File: src/rtl/bridge_pkg.sv
`default_nettype none

package bridge_pkg;

    localparam int ADDR_W = 32;
    localparam int DATA_W = 32;
    localparam int BE_W   = 4;

    // Instruction fetch carries only an address
    typedef struct packed {
        logic [ADDR_W-1:0] addr;
    } instr_req_t;

    typedef struct packed {
        logic              we;    // 1 = write
        logic [BE_W-1:0]   be;    // Byte enables
        logic [ADDR_W-1:0] addr;
        logic [DATA_W-1:0] wdata;
    } data_req_t;

    // Port currently owning the bus
    typedef enum logic {
        PORT_INSTR,
        PORT_DATA
    } port_sel_t;

endpackage

`default_nettype wire

File: src/rtl/port_req_if.sv
`timescale 1ns/10ps
`default_nettype none

interface port_req_if
    import bridge_pkg::*;
#(
    parameter type req_t = instr_req_t
) ();

    logic              pending;  // One granted request waiting
    req_t              payload;
    logic              done;     // One-cycle end of request
    logic [DATA_W-1:0] rdata;
    logic              err;

    modport cap (
        output pending,
        output payload,
        input  done,
        input  rdata,
        input  err
    );

    modport fsm (
        input  pending,
        input  payload,
        output done,
        output rdata,
        output err
    );

endinterface

`default_nettype wire

File: src/rtl/obi_port_capture.sv
`timescale 1ns/10ps
`default_nettype none

module obi_port_capture
    import bridge_pkg::*;
#(
    parameter type req_t = instr_req_t
) (
    input  wire logic              sys_clk_i,
    input  wire logic              rst_n_i,

    input  wire logic              req_i,
    input  wire req_t              payload_i,
    output logic                   gnt_o,
    output logic                   rvalid_o,
    output logic [DATA_W-1:0]      rdata_o,
    output logic                   err_o,

    port_req_if.cap                bus
);

    logic              busy_q;     // Slot held, up to and including rvalid
    logic              pending_q;  // Waiting for the bus
    logic              rvalid_q;
    logic              err_q;
    logic [DATA_W-1:0] rdata_q;
    req_t              slot_q;
    logic              accept;

    assign gnt_o  = req_i && !busy_q;
    assign accept = req_i && gnt_o;

    always_ff @(posedge sys_clk_i) begin
        if (!rst_n_i) begin
            busy_q    <= 1'b0;
            pending_q <= 1'b0;
            rvalid_q  <= 1'b0;
        end else begin
            rvalid_q <= bus.done;
            if (accept) begin
                busy_q    <= 1'b1;
                pending_q <= 1'b1;
            end else begin
                if (bus.done)
                    pending_q <= 1'b0;
                if (rvalid_q)
                    busy_q <= 1'b0;  // Free again after the response
            end
        end
    end

    always_ff @(posedge sys_clk_i) begin
        if (accept)
            slot_q <= payload_i;
        if (bus.done) begin
            rdata_q <= bus.rdata;
            err_q   <= bus.err;
        end
    end

    assign bus.pending = pending_q;
    assign bus.payload = slot_q;

    assign rvalid_o = rvalid_q;
    assign rdata_o  = rdata_q;
    assign err_o    = err_q;

    // No new grant from acceptance through the matching rvalid
    a_no_gnt_while_held: assert property (@(posedge sys_clk_i) disable iff (!rst_n_i)
        accept |=> !gnt_o until_with rvalid_o);

    // Bus side only finishes a request this slot is actually waiting on
    a_done_only_pending: assert property (@(posedge sys_clk_i) disable iff (!rst_n_i)
        bus.done |-> pending_q);

endmodule

`default_nettype wire

File: src/rtl/obi_wb_bridge.sv
`timescale 1ns/10ps
`default_nettype none

module obi_wb_bridge
    import bridge_pkg::*;
#(
    parameter int TIMEOUT_CYCLES = 16
) (
    input  wire logic              sys_clk_i,
    input  wire logic              rst_n_i,

    // Instruction port
    input  wire logic              instr_req_i,
    input  wire logic [ADDR_W-1:0] instr_addr_i,
    output logic                   instr_gnt_o,
    output logic                   instr_rvalid_o,
    output logic [DATA_W-1:0]      instr_rdata_o,
    output logic                   instr_err_o,

    // Data port
    input  wire logic              data_req_i,
    input  wire logic              data_we_i,
    input  wire logic [BE_W-1:0]   data_be_i,
    input  wire logic [ADDR_W-1:0] data_addr_i,
    input  wire logic [DATA_W-1:0] data_wdata_i,
    output logic                   data_gnt_o,
    output logic                   data_rvalid_o,
    output logic [DATA_W-1:0]      data_rdata_o,
    output logic                   data_err_o,

    // Wishbone master
    output logic                   wb_cyc_o,
    output logic                   wb_stb_o,
    output logic                   wb_we_o,
    output logic [BE_W-1:0]        wb_wstrb_o,
    output logic [ADDR_W-1:0]      wb_addr_o,
    output logic [DATA_W-1:0]      wb_wdata_o,
    input  wire logic [DATA_W-1:0] wb_rdata_i,
    input  wire logic              wb_ack_i
);

    port_req_if #(.req_t(instr_req_t)) instr_bus_if ();
    port_req_if #(.req_t(data_req_t))  data_bus_if ();

    obi_port_capture #(
        .req_t (instr_req_t)
    ) u_instr_cap (
        .sys_clk_i (sys_clk_i),
        .rst_n_i   (rst_n_i),
        .req_i     (instr_req_i),
        .payload_i (instr_req_t'{addr: instr_addr_i}),
        .gnt_o     (instr_gnt_o),
        .rvalid_o  (instr_rvalid_o),
        .rdata_o   (instr_rdata_o),
        .err_o     (instr_err_o),
        .bus       (instr_bus_if.cap)
    );

    obi_port_capture #(
        .req_t (data_req_t)
    ) u_data_cap (
        .sys_clk_i (sys_clk_i),
        .rst_n_i   (rst_n_i),
        .req_i     (data_req_i),
        .payload_i (data_req_t'{we: data_we_i, be: data_be_i,
                                addr: data_addr_i, wdata: data_wdata_i}),
        .gnt_o     (data_gnt_o),
        .rvalid_o  (data_rvalid_o),
        .rdata_o   (data_rdata_o),
        .err_o     (data_err_o),
        .bus       (data_bus_if.cap)
    );

    wb_bus_fsm #(
        .TIMEOUT_CYCLES (TIMEOUT_CYCLES)
    ) u_bus_fsm (
        .sys_clk_i  (sys_clk_i),
        .rst_n_i    (rst_n_i),
        .instr_bus  (instr_bus_if.fsm),
        .data_bus   (data_bus_if.fsm),
        .wb_cyc_o   (wb_cyc_o),
        .wb_stb_o   (wb_stb_o),
        .wb_we_o    (wb_we_o),
        .wb_wstrb_o (wb_wstrb_o),
        .wb_addr_o  (wb_addr_o),
        .wb_wdata_o (wb_wdata_o),
        .wb_rdata_i (wb_rdata_i),
        .wb_ack_i   (wb_ack_i)
    );

endmodule

`default_nettype wire

File: src/rtl/wb_bus_fsm.sv
`timescale 1ns/10ps
`default_nettype none

module wb_bus_fsm
    import bridge_pkg::*;
#(
    parameter int TIMEOUT_CYCLES = 16
) (
    input  wire logic              sys_clk_i,
    input  wire logic              rst_n_i,

    port_req_if.fsm                instr_bus,
    port_req_if.fsm                data_bus,

    output logic                   wb_cyc_o,
    output logic                   wb_stb_o,
    output logic                   wb_we_o,
    output logic [BE_W-1:0]        wb_wstrb_o,
    output logic [ADDR_W-1:0]      wb_addr_o,
    output logic [DATA_W-1:0]      wb_wdata_o,
    input  wire logic [DATA_W-1:0] wb_rdata_i,
    input  wire logic              wb_ack_i
);

    typedef enum logic [1:0] {
        IDLE,
        ISSUE,
        RESP
    } state_t;

    state_t            state_q;
    port_sel_t         sel_q;    // Port owning the current cycle
    port_sel_t         last_q;   // Last port served
    port_sel_t         pick;
    logic              any_pending;
    logic              tmo_expired;
    logic              we_q;
    logic [BE_W-1:0]   wstrb_q;
    logic [ADDR_W-1:0] addr_q;
    logic [DATA_W-1:0] wdata_q;
    logic [DATA_W-1:0] rdata_q;
    logic              err_q;

    assign any_pending = instr_bus.pending || data_bus.pending;

    // On a tie the port not served last wins
    always_comb begin
        if (instr_bus.pending && data_bus.pending)
            pick = (last_q == PORT_INSTR) ? PORT_DATA : PORT_INSTR;
        else if (data_bus.pending)
            pick = PORT_DATA;
        else
            pick = PORT_INSTR;
    end

    always_ff @(posedge sys_clk_i) begin
        if (!rst_n_i) begin
            state_q <= IDLE;
            sel_q   <= PORT_INSTR;
            last_q  <= PORT_DATA;  // Instruction port goes first
        end else begin
            case (state_q)
                IDLE: if (any_pending) begin
                    state_q <= ISSUE;
                    sel_q   <= pick;
                    last_q  <= pick;
                end
                ISSUE: if (wb_ack_i || tmo_expired)
                    state_q <= RESP;
                default: state_q <= IDLE;  // RESP lasts one cycle
            endcase
        end
    end

    always_ff @(posedge sys_clk_i) begin
        if (state_q == IDLE && any_pending) begin
            if (pick == PORT_INSTR) begin
                we_q    <= 1'b0;  // Fetch is always a full-word read
                wstrb_q <= '1;
                addr_q  <= instr_bus.payload.addr;
                wdata_q <= '0;
            end else begin
                we_q    <= data_bus.payload.we;
                wstrb_q <= data_bus.payload.be;
                addr_q  <= data_bus.payload.addr;
                wdata_q <= data_bus.payload.wdata;
            end
        end
        if (state_q == ISSUE && (wb_ack_i || tmo_expired)) begin
            rdata_q <= wb_ack_i ? wb_rdata_i : '0;  // Ack wins over a late expiry
            err_q   <= !wb_ack_i;
        end
    end

    wb_timeout_counter #(
        .TIMEOUT_CYCLES (TIMEOUT_CYCLES)
    ) u_timeout (
        .sys_clk_i (sys_clk_i),
        .rst_n_i   (rst_n_i),
        .run_i     (wb_stb_o),
        .expired_o (tmo_expired)
    );

    assign wb_cyc_o   = (state_q == ISSUE);
    assign wb_stb_o   = (state_q == ISSUE);
    assign wb_we_o    = we_q;
    assign wb_wstrb_o = wstrb_q;
    assign wb_addr_o  = addr_q;
    assign wb_wdata_o = wdata_q;

    assign instr_bus.done  = (state_q == RESP) && (sel_q == PORT_INSTR);
    assign instr_bus.rdata = rdata_q;
    assign instr_bus.err   = err_q;
    assign data_bus.done   = (state_q == RESP) && (sel_q == PORT_DATA);
    assign data_bus.rdata  = rdata_q;
    assign data_bus.err    = err_q;

    // Classic cycle holds cyc, stb and its fields until ack or expiry
    a_stb_hold: assert property (@(posedge sys_clk_i) disable iff (!rst_n_i)
        wb_stb_o && !wb_ack_i && !tmo_expired |=>
            wb_cyc_o && wb_stb_o && $stable(wb_addr_o) && $stable(wb_we_o)
            && $stable(wb_wstrb_o) && $stable(wb_wdata_o));

    a_instr_read_only: assert property (@(posedge sys_clk_i) disable iff (!rst_n_i)
        wb_cyc_o && sel_q == PORT_INSTR |-> !wb_we_o && wb_wstrb_o == '1);

endmodule

`default_nettype wire

File: src/rtl/wb_timeout_counter.sv
`timescale 1ns/10ps
`default_nettype none

module wb_timeout_counter #(
    parameter int TIMEOUT_CYCLES = 16
) (
    input  wire logic sys_clk_i,
    input  wire logic rst_n_i,
    input  wire logic run_i,     // High while a bus cycle is open
    output logic      expired_o
);

    // One count beyond the limit so expiry drops as the cycle closes
    localparam int LIMIT = TIMEOUT_CYCLES + 1;
    localparam int CNT_W = $clog2(LIMIT + 1);

    logic [CNT_W-1:0] cnt_q;

    always_ff @(posedge sys_clk_i) begin
        if (!rst_n_i) begin
            cnt_q <= '0;
        end else if (!run_i) begin
            cnt_q <= '0;
        end else if (cnt_q != CNT_W'(LIMIT)) begin
            cnt_q <= cnt_q + 1'b1;  // Saturate at LIMIT
        end
    end

    assign expired_o = (cnt_q == CNT_W'(TIMEOUT_CYCLES));

    // Master must drop the cycle once expiry is seen
    a_no_expiry_idle: assert property (@(posedge sys_clk_i) disable iff (!rst_n_i)
        !run_i |-> !expired_o);

endmodule

`default_nettype wire

File: config.mk
export PLATFORM = sky130hd
export DESIGN_NAME = obi_wb_bridge
export DESIGN_NICKNAME = d
export VERILOG_FILES = /design/src/rtl/bridge_pkg.sv /design/src/rtl/port_req_if.sv /design/src/rtl/obi_port_capture.sv /design/src/rtl/obi_wb_bridge.sv /design/src/rtl/wb_bus_fsm.sv /design/src/rtl/wb_timeout_counter.sv
export SDC_FILE = /design/constraint.sdc
export NUM_CORES = 1
export LEC_CHECK = 0
export BUFFER_PORTS_ARGS = -buffer_cell sky130_fd_sc_hd__buf_2
export CAP_MARGIN = 10
export CORE_MARGIN = 5
export CORE_UTILIZATION = 40
export CTS_CLUSTER_DIAMETER = 30
export DETAILED_ROUTE_END_ITERATION = 16
export GPL_ROUTABILITY_DRIVEN = 0
export GPL_TIMING_DRIVEN = 0
export SYNTH_ARGS = -nofsm -noshare
export SYNTH_HDL_FRONTEND = slang
export SYNTH_SLANG_ARGS = --single-unit
File: constraint.sdc
create_clock -name sys_clk_i -period 8.1 [get_ports sys_clk_i]
set_input_delay 1.62 -clock sys_clk_i [delete_from_list [all_inputs] [get_ports sys_clk_i]]
set_output_delay 1.62 -clock sys_clk_i [all_outputs]
set_load 0.005 [all_outputs]
Word-level counts from Yosys, hierarchy flattened
Index checks and enable logic that the tools add are counted.

cells by class
  $add $sub $neg = 1
  eq/ne operators = 6
  mux-type cells = 15
  bitwise logic cells = 1
  reduce and logical (&&, ||, !) cells = 22

operators by type and width
  cell                                                                     count
  32-bit two-way mux                                                       1
  1-bit two-way mux                                                        11
  1-bit logical AND                                                        9
  2-bit nonzero test                                                       4
  2-bit AND reduction                                                      3
  5-bit by 1-bit adder with 5-bit output, second input constant            1
  5-bit == test, second input constant                                     1
  5-bit inequality test, second input constant                             1
  2-bit two-way mux                                                        2
  2-bit by 1-bit inequality test with 1-bit output, second input constant  2
  2-bit one-hot mux with 2 select lines                                    1
  1-bit logical NOT                                                        3
  2-bit by 1-bit == test with 1-bit output, second input constant          1
  2-bit == test, second input constant                                     1
  2-bit logical NOT                                                        1
  1-bit logical OR                                                         2
  1-bit inverter                                                           1

storage, ports and cells
  register bits after elaboration = 284
  output and inout bits = 141

Longest topological paths before layout
Gate-level depths: netlist of run 1.

  depth after elaboration = 4
  mapped depth = 5
  depth with buffers taken out = 5

Hierarchy
A second synthesis of run 1 with hierarchy kept.

unflattened totals
  cells, all modules = 486
  area, all modules = 9980.8 um^2

modules (own cells, without submodules)
  module                          times used  cells an instance  area an instance (um^2)
  wb_bus_fsm                      1           275                4503.1
  obi_port_capture (u_data_cap)   1           111                3165.5
  obi_port_capture (u_instr_cap)  1           74                 2054.5
  wb_timeout_counter              1           26                 257.7

Worst setup path after synthesis of run 1
OpenSTA, ideal clock, no wires.

  path type = input-to-output
  start = in data_req_i
  end = out data_gnt_o
  data arrival time = 4742 ps
  slack = 1738 ps
  cell stages on the path = 1
  buffers on the path = 0
  cell sequence = nor2b_1

between the ends
  cells in the longest elaborated chain, start to end = 1

RTL lines
  element             RTL line                RTL
  start: declaration  obi_wb_bridge.sv:21     input wire logic data_req_i,
  1-bit logical AND   obi_port_capture.sv:30  assign gnt_o = req_i && !busy_q;
  end: declaration    obi_wb_bridge.sv:26     output logic data_gnt_o,

Every way passes these cells.

Worst setup path after layout of run 1
Ends and elaborated chain as after synthesis.

==> results of run 1 <==
layout by cell type (no fill, tap or decap), types with 4 or more instances in the layout:
cell	n
and2_1	34
edfxtp_1	269
buf_12	6
buf_2	279
clkbuf_16	57
inv_1	4
mux2_4	26
and3_1	33
clkinv_1	6
clkinv_4	6
clkinv_2	6
clkinvlp_4	12
buf_6	8
dfxtp_1	15
clkbuf_1	12
inv_6	8
nor2_1	10
bufinv_16	7
nand2b_1	6
mux2_2	6
path summary, 6_finish.rpt:
check                                                          to  slack [ps]
worst min register to register    u_instr_cap.busy_q$_SDFFE_PN0P_         440
worst max-delay path                                   data_gnt_o        3910
worst max register to register  u_bus_fsm.wb_addr_o[23]$_DFFE_PP_        5670
worst min-delay path              u_instr_cap.busy_q$_SDFFE_PN0P_         440
registers in the layout, indices dropped and copies added (netlist names), 2 cells and up:
| name | flops |
|---|---|
| u_bus_fsm.data_bus.rdata | 32 |
| u_bus_fsm.state_q | 2 |
| u_bus_fsm.u_timeout.cnt_q | 5 |
| u_bus_fsm.wb_addr_o | 32 |
| u_bus_fsm.wb_wdata_o | 32 |
| u_bus_fsm.wb_wstrb_o | 4 |
| u_data_cap.bus.payload | 69 |
| u_data_cap.rdata_o | 32 |
| u_instr_cap.bus.payload | 32 |
| u_instr_cap.rdata_o | 32 |
cell type report:
| cell class | count | area share, % |
|---|---|---|
| sequential | 284 | 61.1 |
| timing repair buffer | 291 | 11.5 |
| clock buffer | 60 | 10.5 |
| multi-input combinational | 152 | 9.26 |
| clock inverter | 47 | 3.70 |
| tap | 324 | 2.95 |
| buffer | 16 | 0.830 |
| inverter | 4 | 0.109 |
| antenna | 3 | 0.0547 |
power groups by stage:
stage / registers (mW) / logic, mW / clock network, mW
CTS: 1.74 / 0.232 / 2.34
floorplan: 1.77 / 0.0937 / 0
global placement: 1.77 / 0.204 / 0
finish: 1.74 / 0.227 / 2.29
detailed placement: 1.76 / 0.231 / 0
global route: 1.74 / 0.247 / 2.42
per-stage QoR:
step / utilization [%] / instance area [um^2] / worst slack, ps / setup TNS [ps]
2_1_floorplan: - / 9740 / 1740 / 0
3_3_place_gp: 47.7 / 11500 / -564 / -14010
3_5_place_dp: 48.7 / 11800 / 3880 / 0
4_1_cts: 56.7 / 13700 / 3880 / 0
5_1_grt: 56.8 / 13700 / 3830 / 0
6_report: 56.8 / 13700 / 3910 / 0
per-layer routing:
layer	routed length, um	share of wire, %	track usage [%]
met5	0	0	0
met4	628	2.9	6.28
met3	1550	7.2	4.59
met2	11300	53	26.9
met1	8010	37	17.7
kinds of logic after synthesis:
group	count (synthesis)	share of synthesized area (%)
adder cells (fa/ha/maj)	3	0.385
AND/OR/NAND/NOR	103	6.50
multiplexers	33	4.80
flip-flops	284	86.0
XOR/XNOR	4	0.360
AO/OA/AOI/OAI	9	0.655
buffers and inverters	20	1.32
worst max-delay path, cell delays in order:
cell	delay [ps]
buf_2	90
nor2b_4	430
buf_12	260
buf_2	150
==> results.sh, run 1 <==
export IMPL_synthArstFlopShare_pct=0
export IMPL_vdd_drop_max_uv=170
export IMPL_die_height_um=166
export IMPL_hold_slack_ps=436
export IMPL_cp_arrival_ps=2570
export IMPL_dr_pass1_iters=4
export IMPL_endpoint_kind="primary output"
export IMPL_grt_max_degree=36
export IMPL_seq_area_um2=8380
export IMPL_syn_to_final_growth_pct=40.8
export IMPL_fin_worst_skew_ps=14.1
export IMPL_synthFlopType="edfxtp_1"
export IMPL_power_frac_seq_pct=40.8
export IMPL_rsz0062_at_grt="no"
export IMPL_die_w_um=166
export IMPL_power_density_nw_per_um2=310
export IMPL_path_clk_slew_ps=50
export IMPL_h_tree_depth=2
export IMPL_p_int_mw=3.35
export IMPL_synth_common_cells="269 x edfxtp_1, 34 x and2_1, 33 x and3_1"
export IMPL_synth_most_common_cell="edfxtp_1"
export IMPL_grt_pass1_vias=5990
export IMPL_cts_hold_buf=0
export IMPL_worstSetupPathType="input pin to primary output"
export IMPL_drc=0
export IMPL_cts_tree="yes"
export IMPL_finalPower_mw=4.25
export IMPL_cp_start_kind="input pin"
export IMPL_synth_area_um2=9740
export IMPL_slew_headroom_pct=36.8
export IMPL_grt_use_total_pct=15.3
export IMPL_grt_antenna_before_repair=3
export IMPL_min_from="u_instr_cap.rvalid_o$_SDFF_PN0_"
export IMPL_worstPathRequired_ps=6480
export IMPL_combPwrFrac_pct=5.3
export IMPL_syn_inst=456
export IMPL_min_path_type="register to register"
export IMPL_synth_edff_count=269
export IMPL_synth_area_leaders="edfxtp_1 83%, mux2_4 4.0%, dfxtp_1 3.1%"
export IMPL_min_path_cells=1
export IMPL_r2r_start="u_data_cap.bus.pending$_SDFFE_PN0P_"
export IMPL_switching_share_pct=21.3
export IMPL_yosysWarnings=0
export IMPL_wl_mm=21.5
export IMPL_start_util_pct=40.3
export IMPL_clock_latency_ps=550
export IMPL_postRouteAntennaNets=0
export IMPL_postCtsResizedCells=0
export IMPL_stdcell_count=1181
export IMPL_wl_per_cell_um=18.2
export IMPL_cts_buffers=57
export IMPL_grt_overflow=0
export IMPL_portBuffers=278
export IMPL_startpoint="data_req_i"
export IMPL_p_sw_mw=0.908
export IMPL_ios=279
export IMPL_cts_setup_buffers=0
export IMPL_reg2reg_depth=7
export IMPL_period_minus_slack_ps=4190
export IMPL_clkPwrFrac_pct=53.9
export IMPL_syn_mean_instance_area_um2=21.4
export IMPL_clk_path_buf_depth=3
export IMPL_synth_largest_area_cell="edfxtp_1"
export IMPL_cts_sinks=284
export IMPL_setup_viol=0
export IMPL_die_area_um2=27600
export IMPL_max_freq_mhz=238
export IMPL_cts_root_buf="clkbuf_16"
export IMPL_placed_cells=1071
export IMPL_grt_pass1_wl_mm=33.8
export IMPL_via_per_inst=4.62
export IMPL_drive_gt1_share_pct=51.3
export IMPL_worstMarginPinSlew_ps=943
export IMPL_p_leak_nw=5.47
export IMPL_finalMaxSlewViolations=0
export IMPL_crit_fanout=29
export IMPL_synth_cell_types=38
export IMPL_period_share_pct=51.8
export IMPL_first_iter_violations=372
export IMPL_seq_area_frac_synth_pct=86.0
export IMPL_ys_ff_latch=284
export IMPL_rows=57
export IMPL_fill_cells=1872
export IMPL_outcome="completed"
export IMPL_synth_top_cell_area_share_pct=82.9
export IMPL_maxCapViolations=0
export IMPL_dpl_hpwl_mm=15.0
export IMPL_finalHoldViolations=0
export IMPL_nets=947
export IMPL_multiInputGateArea_um2=1270
export IMPL_via_count=5458
export IMPL_synth_net_count=597
export IMPL_fp_coreArea_um2=24200
(Power assumes the default switching activity.)
==> inputs of run 2 (changes only) <==
--- a/config.mk
+++ b/config.mk
@@ -13,6 +13,7 @@
 export DETAILED_ROUTE_END_ITERATION = 16
 export GPL_ROUTABILITY_DRIVEN = 0
 export GPL_TIMING_DRIVEN = 0
+export PLACE_DENSITY = 0.67
 export SYNTH_ARGS = -nofsm -noshare
 export SYNTH_HDL_FRONTEND = slang
 export SYNTH_SLANG_ARGS = --single-unit
==> constraint.sdc (replaced) <==
create_clock -name sys_clk_i -period 3.4 [get_ports sys_clk_i]
set_input_delay 0.68 -clock sys_clk_i [delete_from_list [all_inputs] [get_ports sys_clk_i]]
set_output_delay 0.68 -clock sys_clk_i [all_outputs]
set_load 0.005 [all_outputs]
==> run 2 against run 1 <==
First-iteration DRC count shrank 4.8%; total power increased by 130%; sequential power up 140%; routed wire length shrank 4.8%; cell count fell by 0.93%; sequential share of layout area is 0.31 points higher.
==> results.sh, run 2 (same netlist as run 1, synthesis figures left out) <==
export IMPL_outcome="completed"
export IMPL_h_tree_depth=2
export IMPL_postRouteAntennaNets=0
export IMPL_drc=0
export IMPL_vdd_drop_max_uv=423
export IMPL_met2_usage_pct=25.9
export IMPL_start_util_pct=40.3
export IMPL_nets=940
export IMPL_fin_worst_skew_ps=16.4
export IMPL_grt_antenna_before_repair=3
export IMPL_clk_path_buf_depth=3
export IMPL_min_path_type="input pin to register"
export IMPL_cts_root_buf="clkbuf_16"
export IMPL_slew_headroom_pct=43.0
export IMPL_portBuffers=278
export IMPL_cp_start_kind="register"
export IMPL_period_minus_slack_ps=2740
export IMPL_drive_gt1_share_pct=49.6
export IMPL_final_cell_mix="279 x buf_2, 269 x edfxtp_1, 54 x clkbuf_16, 34 x and2_1, 33 x and3_1"
export IMPL_grt_pass1_vias=5537
export IMPL_grt_overflow=0
export IMPL_worstPathRequired_ps=2720
export IMPL_busiest_layer="met2"
export IMPL_die_height_um=166
export IMPL_cts_hold_buf=0
export IMPL_dpl_instance_area_um2=11800
export IMPL_finalHoldViolations=0
export IMPL_grt_pass1_wl_mm=31.5
export IMPL_grt_use_total_pct=14.6
export IMPL_rows=57
export IMPL_postCtsResizedCells=0
export IMPL_cts_tree="yes"
export IMPL_period_share_pct=80.7
export IMPL_final_area_um2=13700
export IMPL_crit_fanout=30
export IMPL_placed_cells=1068
export IMPL_p_leak_nw=5.42
export IMPL_via_per_inst=4.41
export IMPL_cp_arrival_ps=2060
export IMPL_maxCapViolations=0
export IMPL_max_freq_mhz=364
export IMPL_syn_to_final_growth_pct=40.1
export IMPL_largest_reg_flops=69
export IMPL_grt_use_met3_pct=4.09
export IMPL_wl_per_cell_um=17.5
export IMPL_use_met1_pct=16.8
export IMPL_ios=279
export IMPL_cts_sinks=284
export IMPL_grt_max_degree=36
export IMPL_setup_viol=0
export IMPL_first_iter_violations=354
export IMPL_via_count=5160
export IMPL_fill_cells=1845
export IMPL_finalMaxSlewViolations=0
export IMPL_path_clk_slew_ps=50
export IMPL_final_common_cell="buf_2"
export IMPL_dr_pass1_iters=5
export IMPL_die_area_um2=27600
export IMPL_power_density_nw_per_um2=718
export IMPL_die_w_um=166
export IMPL_worstMarginPinSlew_ps=855
export IMPL_clock_latency_ps=540
export IMPL_endpoint_kind="primary output"
export IMPL_worstSetupPathType="register to primary output"
export IMPL_stdcell_count=1170
export IMPL_fp_coreArea_um2=24200
export IMPL_cts_buffers=53
export IMPL_wl_mm=20.5
export IMPL_rsz0062_at_grt="no"
export IMPL_dpl_hpwl_mm=14.5
export IMPL_cts_setup_buffers=0
[run 2: final timing paths]
path / start / to / slack (ps) / cells past startpoint
hold / removal: instr_addr_i[15] / u_instr_cap.bus.payload[15]$_DFFE_PP_ / 320 / 1
setup reg to reg: u_bus_fsm.u_timeout.cnt_q[0]$_SDFFE_PN0P_ / u_bus_fsm.data_bus.rdata[11]$_SDFFCE_PN0P_ / 1250 / 6
hold reg to reg: u_bus_fsm.data_bus.rdata[15]$_SDFFCE_PN0P_ / u_instr_cap.rdata_o[15]$_DFFE_PP_ / 430 / 0
setup / recovery: u_data_cap.busy_q$_SDFFE_PN0P_ / data_gnt_o / 660 / 4
[run 2: area by class of cell]
cell class / count / area [um^2] / share of cell area (%)
antenna: 2 / 5.00 / 0.0367
tap: 324 / 405 / 2.97
timing repair buffer: 288 / 1650 / 12.1
sequential: 284 / 8380 / 61.4
inverter: 4 / 15.0 / 0.110
clock buffer: 61 / 1380 / 10.1
multi-input combinational: 152 / 1280 / 9.40
clock inverter: 39 / 425 / 3.12
buffer: 16 / 114 / 0.834
[run 2: worst max-delay path, cell delays in order (launching register included)]
cell and delay (ps):
dfxtp_1 340, nor2b_4 540, buf_16 250, buf_12 220
buf_2 150
[run 2: metal layers]
layer  routed length (um)  up-vias
met5                    7        -
met4                  533        2
met3                 1260       37
met2                11100      183
met1                 7640     2470
li1                     -     2468
[run 2: stage by stage]
| step | total power [mW] | worst slack (ps) | TNS (ps) | util, % | hold slack [ps] |
|---|---|---|---|---|---|
| after floorplan | 4.44 | 186 | 0 | - | 421 |
| after global placement | 4.70 | -1270 | -86700 | 47.8 | 422 |
| after detailed placement | 4.77 | 693 | 0 | 49.0 | 429 |
| after CTS | 9.92 | 582 | 0 | 56.4 | 294 |
| after global routing | 10.2 | 519 | 0 | 56.5 | 288 |
| final | 9.81 | 656 | 0 | 56.5 | 319 |
[run 2: where the power goes]
part	leakage, nW	internal [mW]	switching (mW)
Clock	0.856	3.44	1.68
Combinational	1.92	0.279	0.276
Sequential	2.65	4.08	0.0555
Total	5.42	7.80	2.01
==> inputs of run 3 (changes only) <==
==> constraint.sdc (replaced) <==
create_clock -name sys_clk_i -period 2.5 [get_ports sys_clk_i]
set_input_delay 0.5 -clock sys_clk_i [delete_from_list [all_inputs] [get_ports sys_clk_i]]
set_output_delay 0.5 -clock sys_clk_i [all_outputs]
set_load 0.005 [all_outputs]
==> run 3 against run 2 <==
Routed wire length down 2.6%; setup slack worse by 500 ps; register-to-register slack worse by 640 ps; non-clock buffer count down 1; hold slack worse by 180 ps; utilization about the same; largest power group unchanged; combinational power up 31%.
==> results.sh, run 3 (same netlist as run 1, synthesis figures left out) <==
export IMPL_outcome="completed"
export IMPL_grt_pass1_wl_mm=31.1
export IMPL_path_cells="nor2b_4 -> buf_12 -> buf_12 -> buf_2"
export IMPL_final_common_cell="buf_2"
export IMPL_dr_pass1_iters=4
export IMPL_via_count=5157
export IMPL_stdcell_count=1164
export IMPL_grt_antenna_before_repair=2
export IMPL_period_minus_slack_ps=2350
export IMPL_cts_setup_buffers=0
export IMPL_postCtsResizedCells=0
export IMPL_drive_gt1_share_pct=50.3
export IMPL_fin_util_pct=56.5
export IMPL_crit_path_frequent_cell="buf_12"
export IMPL_path_buf_inv=3
export IMPL_fp_coreArea_um2=24200
export IMPL_grt_pass1_vias=5474
export IMPL_die_height_um=166
export IMPL_start_util_pct=40.3
export IMPL_grt_use_total_pct=14.4
export IMPL_ios=279
export IMPL_via_per_inst=4.43
export IMPL_clock_latency_ps=520
export IMPL_fill_cells=1834
export IMPL_rows=57
export IMPL_power_density_nw_per_um2=994
export IMPL_crit_slowest_cell="dfxtp_1"
export IMPL_placed_cells=1067
export IMPL_clk_path_buf_depth=3
export IMPL_cp_arrival_ps=1850
export IMPL_setup_viol=0
export IMPL_syn_to_final_growth_pct=40.2
export IMPL_period_share_pct=93.9
export IMPL_cts_root_buf="clkbuf_16"
export IMPL_maxCapViolations=0
export IMPL_cp_start_kind="register"
export IMPL_grt_overflow=0
export IMPL_r2r_start="u_bus_fsm.u_timeout.cnt_q[0]$_SDFFE_PN0P_"
export IMPL_fin_worst_skew_ps=14.9
export IMPL_rsz0062_at_grt="no"
export IMPL_final_area_um2=13700
export IMPL_dpl_hpwl_mm=14.1
export IMPL_cts_hold_buf=0
export IMPL_worstPathRequired_ps=2000
export IMPL_max_freq_mhz=426
export IMPL_crit_fanout=34
export IMPL_startpoint="u_data_cap.busy_q$_SDFFE_PN0P_"
export IMPL_portBuffers=278
export IMPL_drc=0
export IMPL_largest_reg_flops=69
export IMPL_slew_headroom_pct=39.5
export IMPL_grt_max_degree=36
export IMPL_cts_sinks=284
export IMPL_final_cell_mix="278 x buf_2, 269 x edfxtp_1, 52 x clkbuf_16, 34 x and2_1, 33 x and3_1"
export IMPL_h_tree_depth=2
export IMPL_vdd_drop_max_uv=821
export IMPL_finalMaxSlewViolations=0
export IMPL_seq_area_um2=8380
export IMPL_p_leak_nw=5.44
export IMPL_endpoint_kind="primary output"
export IMPL_die_w_um=166
export IMPL_cts_buffers=51
export IMPL_finalHoldViolations=0
export IMPL_die_area_um2=27600
export IMPL_dpl_instance_area_um2=11800
export IMPL_wl_mm=20.0
export IMPL_wl_per_cell_um=17.2
export IMPL_crit_family="buffers and inverters"
export IMPL_first_iter_violations=299
export IMPL_min_path_type="input pin to register"
export IMPL_min_from="data_addr_i[28]"
export IMPL_worstMarginPinSlew_ps=908
export IMPL_tns_ps=0
export IMPL_worstSetupPathType="register to primary output"
export IMPL_slowest_delay_ps=340
export IMPL_path_clk_slew_ps=50
export IMPL_nets=937
export IMPL_postRouteAntennaNets=0
export IMPL_cts_tree="yes"
export IMPL_multiInputGateArea_um2=1290
[run 3: cell count changes in the layout (fill, tap and decap cells not counted), sizes merged]
| cell | delta |
|---|---|
| clkinv | -6 |
| bufinv | +5 |
| clkinvlp | -3 |
| clkbuf | -2 |
| buf | -1 |
| diode | +1 |
[run 3: through the flow]
step	power [mW]	setup slack (ps)	hold slack, ps
floorplan	6.04	-48.7	421
global placement	6.39	-919	422
detailed placement	6.45	398	430
CTS	13.7	96.8	118
global route	14.1	45.4	114
finish	13.6	151	144
[run 3: layout make-up]
cell class | count | share of cell area [%]
Multi-Input combinational cell | 152 | 9.45
Buffer | 16 | 0.916
Clock inverter | 35 | 3.77
Clock buffer | 59 | 9.72
Sequential cell | 284 | 61.3
Inverter | 4 | 0.110
Tap cell | 324 | 2.97
Timing Repair Buffer | 287 | 11.7
Antenna cell | 3 | 0.0550
[run 3: routing by layer]
layer  global-route usage [%]  routed length, um
met2                     25.2              10600
met1                     16.5               7520
met5                        0                  0
met3                     3.71               1130
met4                     7.07                713
[run 3: final timing paths]
kind                                                                    to  depth (start not counted)  slack (ps)
worst max-delay path                                            data_gnt_o                          4         150
worst min-delay path                  u_data_cap.bus.payload[60]$_DFFE_PP_                          1         140
worst max register to register  u_bus_fsm.data_bus.rdata[21]$_SDFFCE_PN0P_                          6         610
worst min register to register           u_instr_cap.rdata_o[19]$_DFFE_PP_                          0         440
[run 3: report_power, final]
group          leakage [nW]  switching [mW]  total [mW]  internal (mW)
registers              2.65          0.0707        5.62           5.55
logic                  1.90           0.369       0.731          0.362
clock network         0.892            2.19        7.23           5.04
[run 3: worst register-to-register path: cells and delay by family (launching register included)]
kind | cells | cell delay (ps)
fa+ha+maj | 1 | 150
simple gates | 3 | 740
flops | 1 | 330
buf+inv | 2 | 330
